===== src/bram_chain_cfg_pkg.sv =====
/*
 * Memory bank chain configuration
 * Word and address sizes, bank count and write-back delay defaults
 */
`default_nettype none

package bram_chain_cfg_pkg;

    // ====================
    // Storage geometry
    // ====================

    // Width of one stored word
    localparam int DATA_W = 12;

    // Bank address width
    localparam int ADDR_W = 5;

    // Entries per bank
    localparam int BANK_DEPTH = 2 ** ADDR_W;

    // ====================
    // Chain defaults
    // ====================

    // Banks in the chain, each one feeds two lanes
    localparam int NUM_BANKS_DEF = 8;

    // Chain strobes between a read and the write-back that reuses its address
    // Matches the datapath pipeline depth
    localparam int WB_DELAY_DEF = 7;

endpackage : bram_chain_cfg_pkg

`default_nettype wire


===== src/bram_chain_types_pkg.sv =====
/*
 * Memory bank chain types
 * Word, address and controller mode types shared by the chain
 */
`default_nettype none

package bram_chain_types_pkg;

    // One stored word as seen on every lane
    typedef logic [bram_chain_cfg_pkg::DATA_W-1:0] data_word_t;

    // One bank address
    typedef logic [bram_chain_cfg_pkg::ADDR_W-1:0] addr_word_t;

    // ====================
    // Controller modes
    // ====================

    // Idle holds addresses and parks din at zero
    // Load broadcasts controller words to every bank
    // Exec covers chain reads and write-back
    typedef enum logic [1:0] {
        MODE_IDLE = 2'b00,
        MODE_LOAD = 2'b01,
        MODE_EXEC = 2'b10
    } bank_mode_e;

endpackage : bram_chain_types_pkg

`default_nettype wire


===== src/writeback_addr_delay.sv =====
/*
 * Write-back address delay line
 * Remembers each lane's read address for WB_DELAY chain strobes
 * Advances on strobes only, so idle gaps do not age the entries
 */
`timescale 1ns/1ns
`default_nettype none

module writeback_addr_delay #(
    parameter int NUM_BANKS = 8,
    parameter int WB_DELAY  = 7
) (
    input  wire logic                                           clk_i,
    input  wire logic                                           rst_i,
    input  wire logic                                           shift_i,
    input  wire bram_chain_types_pkg::addr_word_t [2*NUM_BANKS-1:0] rd_addr_i,
    output bram_chain_types_pkg::addr_word_t [2*NUM_BANKS-1:0]      wb_addr_o
);

    // Two lanes per bank
    localparam int LANES = 2 * NUM_BANKS;

    // Stage 0 holds the newest read, stage WB_DELAY-1 the oldest
    bram_chain_types_pkg::addr_word_t [LANES-1:0] stage_q [WB_DELAY];

    // ====================
    // Shift register
    // ====================

    always_ff @(posedge clk_i or posedge rst_i) begin
        if (rst_i) begin
            for (int i = 0; i < WB_DELAY; i++) begin
                stage_q[i] <= '0;
            end
        end else if (shift_i) begin
            // All lanes move together
            stage_q[0] <= rd_addr_i;
            for (int i = 1; i < WB_DELAY; i++) begin
                stage_q[i] <= stage_q[i-1];
            end
        end
    end

    // Oldest stage feeds the write-back address
    assign wb_addr_o = stage_q[WB_DELAY-1];

endmodule : writeback_addr_delay

`default_nettype wire


===== config.mk =====
export PLATFORM = sky130hd
export DESIGN_NAME = writeback_addr_delay
export DESIGN_NICKNAME = d
export VERILOG_FILES = /design/src/bram_chain_cfg_pkg.sv /design/src/bram_chain_types_pkg.sv /design/src/writeback_addr_delay.sv
export SDC_FILE = /design/constraint.sdc
export NUM_CORES = 1
export LEC_CHECK = 0
export ABC_AREA = 1
export BUFFER_PORTS_ARGS = -buffer_cell sky130_fd_sc_hd__clkbuf_2
export CAP_MARGIN = 20
export CORE_AREA = 2 2 193 195
export DETAILED_ROUTE_END_ITERATION = 16
export DIE_AREA = 0 0 195 197
export PLACE_DENSITY_LB_ADDON = 0.25
export SKIP_LAST_GASP = 1
export SYNTH_ARGS = -nofsm -noshare
export SYNTH_HDL_FRONTEND = slang
export SYNTH_SLANG_ARGS = --single-unit

===== constraint.sdc =====
create_clock -name clk_i -period 22.9 [get_ports clk_i]
set_clock_uncertainty 0.2 [all_clocks]
set_input_delay 3.435 -clock clk_i [delete_from_list [all_inputs] [get_ports clk_i]]
set_output_delay 3.435 -clock clk_i [all_outputs]
set_load 0.05 [all_outputs]

# Word level (Yosys, flattened, before mapping)
# Cells that the tools add are included.
# Widths: inputs -> output; s select.
totals:
  register_bits: 560
  word_cells: 112

# Logic depth before layout (Yosys ltp)
# Gate-level depths: netlist of the first run.
depth:
  word_depth: 0
  mapped_depth: 6
  ltp_nobuf: 3

# Worst setup path before layout of the first run
# Ideal clock, no wire load.
synth_timing:
  kind: "input to register"
  from: "input port shift_i"
  to: "register stage_q[104] in the netlist's numbering"
  arrival_ps: 3990
  t_required_ps: 22584
  slack_ps: 18594
  path_stages: 6
  path_buffers: 3
  path_cell_list: "inv_2 > buf_4 > buf_4 > buf_2 > nand2_1 > nand2_1"
synth_rtl:
  columns: ["item", "line", "rtl"]
  rows:
  - ["from (decl)", "writeback_addr_delay.sv:15", "input wire logic shift_i,"]
  - ["to (signal, indexed assignment)", "writeback_addr_delay.sv:39", "stage_q[i] <= stage_q[i-1];"]
  - ["to (decl)", "writeback_addr_delay.sv:24", "bram_chain_types_pkg::addr_word_t [LANES-1:0] stage_q [WB_DELAY];"]

==> impl_metrics.json, run 1 <==
{
  "status": "complete, no violations",
  "initial_core_util_pct": 59.6,
  "syn_area_per_cell_sq_um": 8.84,
  "syn_area_sq_um": 21600,
  "yosysTopAreaCellShare_pct": 64.8,
  "fp.coreArea_sq_um": 36300,
  "cts_setup_buffers": 0,
  "final.setup.tns_ns": 0,
  "boundaryPins": 163,
  "required_ns": 23.19,
  "holdPathEnd": "stage_q[348]$_DFFE_PP0P_",
  "num_rows": 70,
  "yosysTopAreaCell": "dfrtp_1",
  "drt-met1-wl_mm": 19.3,
  "avgRoutedWirePerCell_um": 12.6,
  "finalCritPeriodShare_pct": 24.9,
  "fmax_mhz": 176,
  "top_layer": "met4",
  "first_pass_iters": 6,
  "ir_worst_vdd_mv": 0.0547,
  "rsz0062_at_grt": "false",
  "grt_first_pass_wirelength_mm": 65.9,
  "crit_fanout": 276,
  "syn_to_final_growth_pct": 9.06,
  "root_buffer": "clkbuf_16",
  "totalWireLength_mm": 37.6,
  "r2r_cells": 2,
  "holdWs_ns": 0.266,
  "synth-seq-area-share_pct": 64.8,
  "finish.instance_area_sq_um": 23600,
  "portBuffers": 162,
  "ys.flop_type": "dfrtp_1",
  "worst_setup_path_end_kind": "flop",
  "synth_cells": 2446,
  "place_congestion": 0.824,
  "synth_commonest_cells": "nand2_1 (1,680), dfrtp_1 (560), buf_4 (110)",
  "cap_violations": 0,
  "antenna_found_initial": 0,
  "path_clk_slew_ns": 0.06,
  "hold_viol": 0,
  "htree_levels": 2,
  "dr_wl_met2_mm": 16.3,
  "dp.final_hpwl_mm": 21.7,
  "ys_ff_latch": 560,
  "cts.sinks": 560,
  "setup_violations": 0,
  "grt_max_degree": 277,
  "grt_use_total_pct": 20.4,
  "utilization_pct": 65.0,
  "final_nets": 2555,
  "holdPathStages": 2,
  "worst_slew_pin_slew_ns": 1.16,
  "ant_nets": 0,
  "relSlewSlack_pct": 22.4,
  "layout-drive-gt1-share_pct": 10.1,
  "p_leak_nw": 13.5,
  "ctsHoldBuffers": 0,
  "r2r-end": "stage_q[177]$_DFFE_PP0P_",
  "grt_pass1_vias": 13648,
  "r2r_start": "stage_q[177]$_DFFE_PP0P_",
  "r2r_slack_ns": 22.00,
  "cp.arrival_ns": 5.99,
  "place_area_sq_um": 21900,
  "worst_setup_path_start_kind": "input pin",
  "viasPerCell": 4.80,
  "cts_tree": "built",
  "cts_made_buffers": 53,
  "fp.dieW_um": 195,
  "fin_crit_ns": 5.69,
  "dr_wl_met3_mm": 1.45,
  "grt_overflow": 0,
  "yosysWarnings": 0,
  "drc": 0,
  "min-delay-start": "stage_q[348]$_DFFE_PP0P_",
  "worst_hold_path_type": "flop to flop",
  "vias": 14281,
  "synth_area_leaders": "dfrtp_1 (65%), nand2_1 (29%), buf_4 (3.8%)",
  "synth.distinct_cells": 6,
  "drv_slew": 0,
  "dieArea_sq_um": 38400,
  "cts_max_path_buffers": 3,
  "cts_resized": 0,
  "powerDensity_nw_per_um2": 97.6,
  "clk_latency_ns": 0.58,
  "drtIter0Drc": 1196,
  "die_y_um": 197,
  "async_flop_share_pct": 100,
  "yosysMostFrequentCell": "nand2_1",
  "crit_type": "input pin to flop",
  "syn-num-nets": 2529,
  "synth-edff-count": 0,
  "n_antenna_cell": 0
}
cell usage in the layout (no fill, tap or decap):
master / n
clkbuf_1: 16
dfrtp_1: 560
clkinv_2: 5
inv_6: 1
clkbuf_8: 14
inv_8: 2
buf_12: 2
clkinvlp_4: 1
nand2_1: 1680
clkbuf_2: 161
clkbuf_16: 55
buf_4: 9
buf_8: 1
buf_16: 2
where the power goes:
group / switching (mW) / total [mW] / internal (mW)
clock network: 0.349 / 0.832 / 0.483
registers: 0.0703 / 1.19 / 1.12
logic: 0.204 / 0.282 / 0.0778
cell families (layout without fill, tap and decap cells):
group         count (synthesis)  after routing  share of synthesized area (%)
buf+inv                     206            269                           6.03
simple gates               1680           1680                           29.2
flops                       560            560                           64.8
area by class of cell:
class,instances,area [sq um]
multi-input cells,1680,6310
flip-flops and latches,560,14000
inverters,2,22.5
well taps,468,586
repair buffers,175,983
clock inverters,7,41.3
fillers,3031,12700
clock buffers,85,1630
sequential cells by signal, summed over array words and instances, names as in the netlist:
name,count
wb_addr_o,80
stage_q,480
worst max-delay path, cell delays in order:
cell	delay, ns
buf_8	0.27
inv_8	0.74
buf_12	0.75
nand2_1	0.19
nand2_1	0.13
worst max-delay path by stage:
stage	startpoint	to	depth (start not counted)	slack [ns]
finish	shift_i	wb_addr_o[66]$_DFFE_PP0P_	5	17.21
global route	rst_i	stage_q[215]$_DFFE_PP0P_	4	16.90
CTS	rst_i	wb_addr_o[62]$_DFFE_PP0P_	4	17.11
detailed placement	rst_i	stage_q[131]$_DFFE_PP0P_	4	16.51
global placement	rst_i	wb_addr_o[58]$_DFFE_PP0P_	4	16.56
floorplan	rst_i	stage_q[100]$_DFFE_PP0P_	1	3.60
stage by stage:
step | total power, mW | setup WS, ns | cells
after floorplan | 1.45 | 3.60 | 2446
after global placement | 1.48 | 16.56 | 2883
after detailed placement | 1.49 | 16.51 | 2883
after CTS | 2.33 | 17.11 | 2975
after global routing | 2.42 | 16.90 | 2977
final | 2.30 | 17.21 | 2977
layer usage:
metal,vias to the layer above,track usage (%)
li1,7331,-
met1,6664,32.2
met2,233,30.0
met3,53,3.23
met4,0,5.06
met5,-,0
No activity file was read; power rests on OpenSTA's default activity.
==> inputs of run 2 (changes only) <==
--- a/config.mk
+++ b/config.mk
@@ -5,12 +5,12 @@
 export SDC_FILE = /design/constraint.sdc
 export NUM_CORES = 1
 export LEC_CHECK = 0
-export ABC_AREA = 1
+export ABC_AREA = 0
 export BUFFER_PORTS_ARGS = -buffer_cell sky130_fd_sc_hd__clkbuf_2
 export CAP_MARGIN = 20
-export CORE_AREA = 2 2 193 195
+export CORE_AREA = 2 2 203 205
 export DETAILED_ROUTE_END_ITERATION = 16
-export DIE_AREA = 0 0 195 197
+export DIE_AREA = 0 0 205 207
 export PLACE_DENSITY_LB_ADDON = 0.25
 export SKIP_LAST_GASP = 1
 export SYNTH_ARGS = -nofsm -noshare
==> constraint.sdc (replaced) <==
create_clock -name clk_i -period 4.7 [get_ports clk_i]
set_clock_uncertainty 0.2 [all_clocks]
set_input_delay 0.705 -clock clk_i [delete_from_list [all_inputs] [get_ports clk_i]]
set_output_delay 0.705 -clock clk_i [all_outputs]
set_load 0.05 [all_outputs]
==> run 2 against run 1 <==
Critical path type is now flop to output pin; first-iteration DRC count fell by 59%; clock-buffer cell count fell by 5; register-to-register slack got worse by 18 ns; synthesized cell count fell by 48%; via count fell by 31%; non-clock buffer count rose by 7; utilization fell by 5.4 points; combinational power rose to 9.5 times the previous value.
==> impl_metrics.json, run 2 <==
{
  "grt_overflow": 0,
  "synthAdderAreaFrac_pct": 0,
  "synth_cells": 1263,
  "fmax_mhz": 456,
  "cts_tree": "built",
  "rsz0062_at_grt": "false",
  "place_area_sq_um": 22100,
  "syn-num-nets": 1346,
  "regMostFlops": "stage_q",
  "synth_mux_area_share_pct": 29.3,
  "drv_slew": 0,
  "worst_setup_path_start_kind": "flop",
  "clk_latency_ns": 0.59,
  "grt_use_total_pct": 15.0,
  "final.setup.tns_ns": 0,
  "worstPathCellList": "clkbuf_2",
  "fp.dieW_um": 205,
  "holdWs_ns": 0.0512,
  "synth-simple-area-share_pct": 0,
  "critical_path_depth": 1,
  "portBuffers": 162,
  "finalNonFillerCells": 1943,
  "first_pass_iters": 4,
  "synth-edff-count": 0,
  "crit_type": "flop to output pin",
  "synth_top_family_by_area": "multiplexers",
  "r2r-end": "wb_addr_o[15]$_DFFE_PP0P_",
  "ctsHoldBuffers": 0,
  "synth_commonest_cells": "dfrtp_1 (560), mux2_2 (560), buf_4 (81)",
  "total_power_mw": 13.9,
  "synthXorXnorAreaFrac_pct": 0,
  "vias": 9794,
  "htree_levels": 2,
  "r2r_slack_ns": 3.71,
  "cts_resized": 0,
  "crit_fanout": 2,
  "yosysTopAreaCellShare_pct": 65.1,
  "r2r_start": "wb_addr_o[15]$_DFFE_PP0P_",
  "setup_violations": 0,
  "async_flop_share_pct": 100,
  "ys_ff_latch": 560,
  "final_cell_mix": "mux2_2 (560), dfrtp_1 (560), clkbuf_2 (161), clkbuf_16 (61), clkinv_2 (19)",
  "cts_made_buffers": 58,
  "final_nets": 1446,
  "syn_area_per_cell_sq_um": 17.0,
  "cap_violations": 0,
  "dpl.cell_count": 1835,
  "n_antenna_cell": 0,
  "powerDensity_nw_per_um2": 577,
  "synth_compound_area_share_pct": 0,
  "layout-drive-gt1-share_pct": 59.8,
  "relSlewSlack_pct": 41.7,
  "synth_area_leaders": "dfrtp_1 (65%), mux2_2 (29%), buf_4 (2.8%)",
  "totalWireLength_mm": 30.1,
  "status": "complete, no violations",
  "synth-seq-area-share_pct": 65.1,
  "cp_slowest_cell": "dfrtp_1",
  "required_ns": 3.80,
  "cp.arrival_ns": 1.29,
  "die_y_um": 207,
  "dieArea_sq_um": 42400,
  "drc": 0,
  "slowest_delay_ns": 0.39,
  "drtIter0Drc": 487,
  "syn_area_sq_um": 21500,
  "grt_first_pass_wirelength_mm": 52.3,
  "p_leak_nw": 10.7,
  "ys.flop_type": "dfrtp_1",
  "worst_slew_pin_slew_ns": 0.874,
  "antenna_found_initial": 3,
  "r2r_cells": 1,
  "grt_max_degree": 139,
  "fin_crit_ns": 2.19,
  "yosysTopAreaCell": "dfrtp_1",
  "boundaryPins": 163,
  "cts_max_path_buffers": 3,
  "hold_viol": 0,
  "place_congestion": 0.676,
  "yosysWarnings": 0,
  "avgRoutedWirePerCell_um": 15.5,
  "finish.instance_area_sq_um": 24100,
  "synth.distinct_cells": 6,
  "ir_worst_vdd_mv": 0.338,
  "worst_setup_path_end_kind": "output pin",
  "num_rows": 74,
  "cts_setup_buffers": 0,
  "root_buffer": "clkbuf_16",
  "path_clk_slew_ns": 0.06,
  "dp.final_hpwl_mm": 18.2,
  "worst_hold_path_type": "input pin to async pin",
  "viasPerCell": 5.04,
  "initial_core_util_pct": 53.3,
  "largest_register_ffs": 480,
  "fp.coreArea_sq_um": 40400,
  "cp_num_buf_inv": 1,
  "grt_pass1_vias": 10276,
  "syn_to_final_growth_pct": 12.0,
  "ant_nets": 0,
  "path_delay_family": "flip-flops",
  "finalCritPeriodShare_pct": 46.6,
  "cts.sinks": 560
}
-- run 2: kinds of logic after synthesis --
logic type,Yosys count
multiplexers,560
flip-flops,560
buffers and inverters,143
-- run 2: how the worst max path moves through the flow --
stage | start | endpoint | slack [ns]
global route | wb_addr_o[15]$_DFFE_PP0P_ | wb_addr_o[15] | 2.44
global placement | shift_i | stage_q[556]$_DFFE_PP0P_ | 2.07
floorplan | rst_i | stage_q[100]$_DFFE_PP0P_ | -3.83
detailed placement | shift_i | stage_q[316]$_DFFE_PP0P_ | 2.04
finish | wb_addr_o[15]$_DFFE_PP0P_ | wb_addr_o[15] | 2.51
CTS | wb_addr_o[15]$_DFFE_PP0P_ | wb_addr_o[15] | 2.46
-- run 2: layer usage --
layer	global-route usage [%]	vias up	wire, um
li1	-	4541	-
met1	21.4	5038	14100
met2	22.1	139	13600
met3	3.79	70	1540
met4	5.93	6	860
met5	0	-	34
-- run 2: area by class of cell --
type	count	area, sq um
clock buffer	80	1720
fill	3130	16300
inverter	1	7.51
tap	532	666
sequential	560	14000
clock inverter	28	277
timing repair buffer	182	1100
multi-input combinational	560	6310
-- run 2: power by group --
part | total [mW] | leakage [nW] | internal (mW) | switching, mW
combinational | 2.69 | 3.07 | 1.13 | 1.56
clock | 4.65 | 0.996 | 2.82 | 1.83
sequential | 6.57 | 6.61 | 6.00 | 0.566
-- run 2: metrics by stage --
step           worst slack [ns]  utilization [%]
2_1_floorplan             -3.83                -
3_3_place_gp               2.07             54.7
3_5_place_dp               2.04             54.7
4_1_cts                    2.46             59.7
5_1_grt                    2.44             59.7
6_report                   2.51             59.7
==> inputs of run 3 (changes only) <==
==> constraint.sdc (replaced) <==
create_clock -name clk_i -period 2 [get_ports clk_i]
set_clock_uncertainty 0.2 [all_clocks]
set_input_delay 0.3 -clock clk_i [delete_from_list [all_inputs] [get_ports clk_i]]
set_output_delay 0.3 -clock clk_i [all_outputs]
set_load 0.05 [all_outputs]
==> run 3 against run 2 <==
Wire length grew 5.6%; sequential share of layout area shrank 2.5 points; clock-buffer cell count increased by 5; clock power rose by 120%; utilization is 2.7 points higher; first-iteration DRC count down 16%; critical path depth did not move; design area is 4.5% higher; critical path type unchanged; critical endpoint is now wb_addr_o[22]; largest power group unchanged.
==> impl_metrics.json, run 3 (synthesis gave the netlist of run 2 again) <==
{
  "worst_setup_path_end_kind": "output pin",
  "finalNonFillerCells": 2055,
  "worstPathCellList": "clkbuf_2",
  "worst_hold_path_type": "input pin to async pin",
  "portBuffers": 162,
  "final.setup.tns_ns": 0,
  "setup_violations": 0,
  "boundaryPins": 163,
  "place_area_sq_um": 22500,
  "die_y_um": 207,
  "cts_max_path_buffers": 3,
  "fin_crit_ns": 1.80,
  "cap_violations": 0,
  "fp.dieW_um": 205,
  "finalCritPeriodShare_pct": 90.1,
  "path_clk_slew_ns": 0.06,
  "layout-drive-gt1-share_pct": 57.0,
  "ir_worst_vdd_mv": 0.963,
  "vias": 10266,
  "grt_use_total_pct": 15.6,
  "crit_fanout": 2,
  "first_pass_iters": 4,
  "p_leak_nw": 11.2,
  "cts.sinks": 560,
  "viasPerCell": 5.00,
  "grt_max_degree": 77,
  "dpl.cell_count": 1871,
  "num_rows": 74,
  "clk_latency_ns": 0.59,
  "initial_core_util_pct": 53.3,
  "worst_slew_pin_slew_ns": 0.395,
  "fill_cells": 3018,
  "fmax_mhz": 555,
  "drc": 0,
  "syn_to_final_growth_pct": 17.0,
  "path_delay_family": "flip-flops",
  "cp.arrival_ns": 1.30,
  "cp_slowest_cell": "dfrtp_1",
  "drtIter0Drc": 409,
  "root_buffer": "clkbuf_16",
  "relSlewSlack_pct": 73.6,
  "hold_viol": 0,
  "antenna_found_initial": 5,
  "regMostFlops": "stage_q",
  "total_power_mw": 32.1,
  "powerDensity_nw_per_um2": 1280,
  "grt_pass1_vias": 10895,
  "fp.coreArea_sq_um": 40400,
  "cts_setup_buffers": 0,
  "grt_overflow": 0,
  "status": "complete, no violations",
  "largest_register_ffs": 480,
  "drv_slew": 0,
  "dieArea_sq_um": 42400,
  "r2r_start": "wb_addr_o[22]$_DFFE_PP0P_",
  "utilization_pct": 62.3,
  "finish.instance_area_sq_um": 25200,
  "crit_start": "wb_addr_o[22]$_DFFE_PP0P_",
  "htree_levels": 2,
  "grt_first_pass_wirelength_mm": 54.3,
  "slowest_delay_ns": 0.42,
  "dp.final_hpwl_mm": 19.9,
  "cts_tree": "built",
  "avgRoutedWirePerCell_um": 15.5,
  "ant_nets": 0,
  "final_nets": 1562,
  "final_cell_mix": "mux2_2 (560), dfrtp_1 (560), clkbuf_2 (161), dlygate4sd3_1 (82), clkbuf_16 (57)",
  "totalWireLength_mm": 31.8,
  "place_congestion": 0.691,
  "required_ns": 1.50,
  "rsz0062_at_grt": "false",
  "cp_num_buf_inv": 1,
  "crit_type": "flop to output pin",
  "worst_setup_path_start_kind": "flop",
  "cts_made_buffers": 56
}
==> run 3: cell count changes in the layout (fill, tap and decap cells not counted), sizes merged <==
cell / change
buf: +36
clkinv: -10
clkbuf: +5
bufinv: -4
diode: +2
dlygate4sd3: +82
inv: +3
clkinvlp: -2
==> run 3: worst paths after layout <==
kind	end	cells after the start	slack, ns
max reg2reg	wb_addr_o[22]$_DFFE_PP0P_	1	0.99
min	stage_q[178]$_DFFE_PP0P_	4	0.14
min in group clk_i	stage_q[498]$_DFFE_PP0P_	3	0.28
max	wb_addr_o[22]	1	0.20
max in group asynchronous	stage_q[394]$_DFFE_PP0P_	5	0.83
min reg2reg	stage_q[244]$_DFFE_PP0P_	1	0.29
==> run 3: where the power goes <==
group / leakage (nW) / switching (mW) / internal (mW)
logic: 3.65 / 3.73 / 2.85
clock network: 0.899 / 4.18 / 5.93
registers: 6.61 / 1.36 / 14.1
total: 11.2 / 9.27 / 22.9
==> run 3: stage by stage <==
stage	hold slack, ns	worst slack [ns]
after CTS	0.114	0.155
after detailed placement	0.178	0.330
final	0.135	0.197
after global placement	0.177	0.355
after floorplan	0.252	-6.12
after global routing	0.164	0.144
==> run 3: final cells by class <==
cell class | count | area [sq um] | share of cell area (%)
Clock buffer | 85 | 1690 | 6.72
Inverter | 1 | 7.51 | 0.0298
Sequential cell | 560 | 14000 | 55.7
Clock inverter | 15 | 114 | 0.452
Multi-Input combinational cell | 560 | 6310 | 25.1
Tap cell | 532 | 666 | 2.65
Timing Repair Buffer | 300 | 2360 | 9.39
Antenna cell | 2 | 5.00 | 0.0199
==> run 3: repair_timing <==
action / CTS / global route
gates resized for setup: 0 / 0
hold buffers: 82 / 0
endpoints found under the hold margin: 647 / 0
==> run 3: per-layer routing <==
layer / track usage [%] / vias to the layer above / share of wire (%)
met5: 0 / - / 0.12
met4: 6.38 / 6 / 3.2
met3: 3.10 / 70 / 3.6
met2: 24.2 / 147 / 47
met1: 21.6 / 5278 / 46
li1: - / 4765 / -
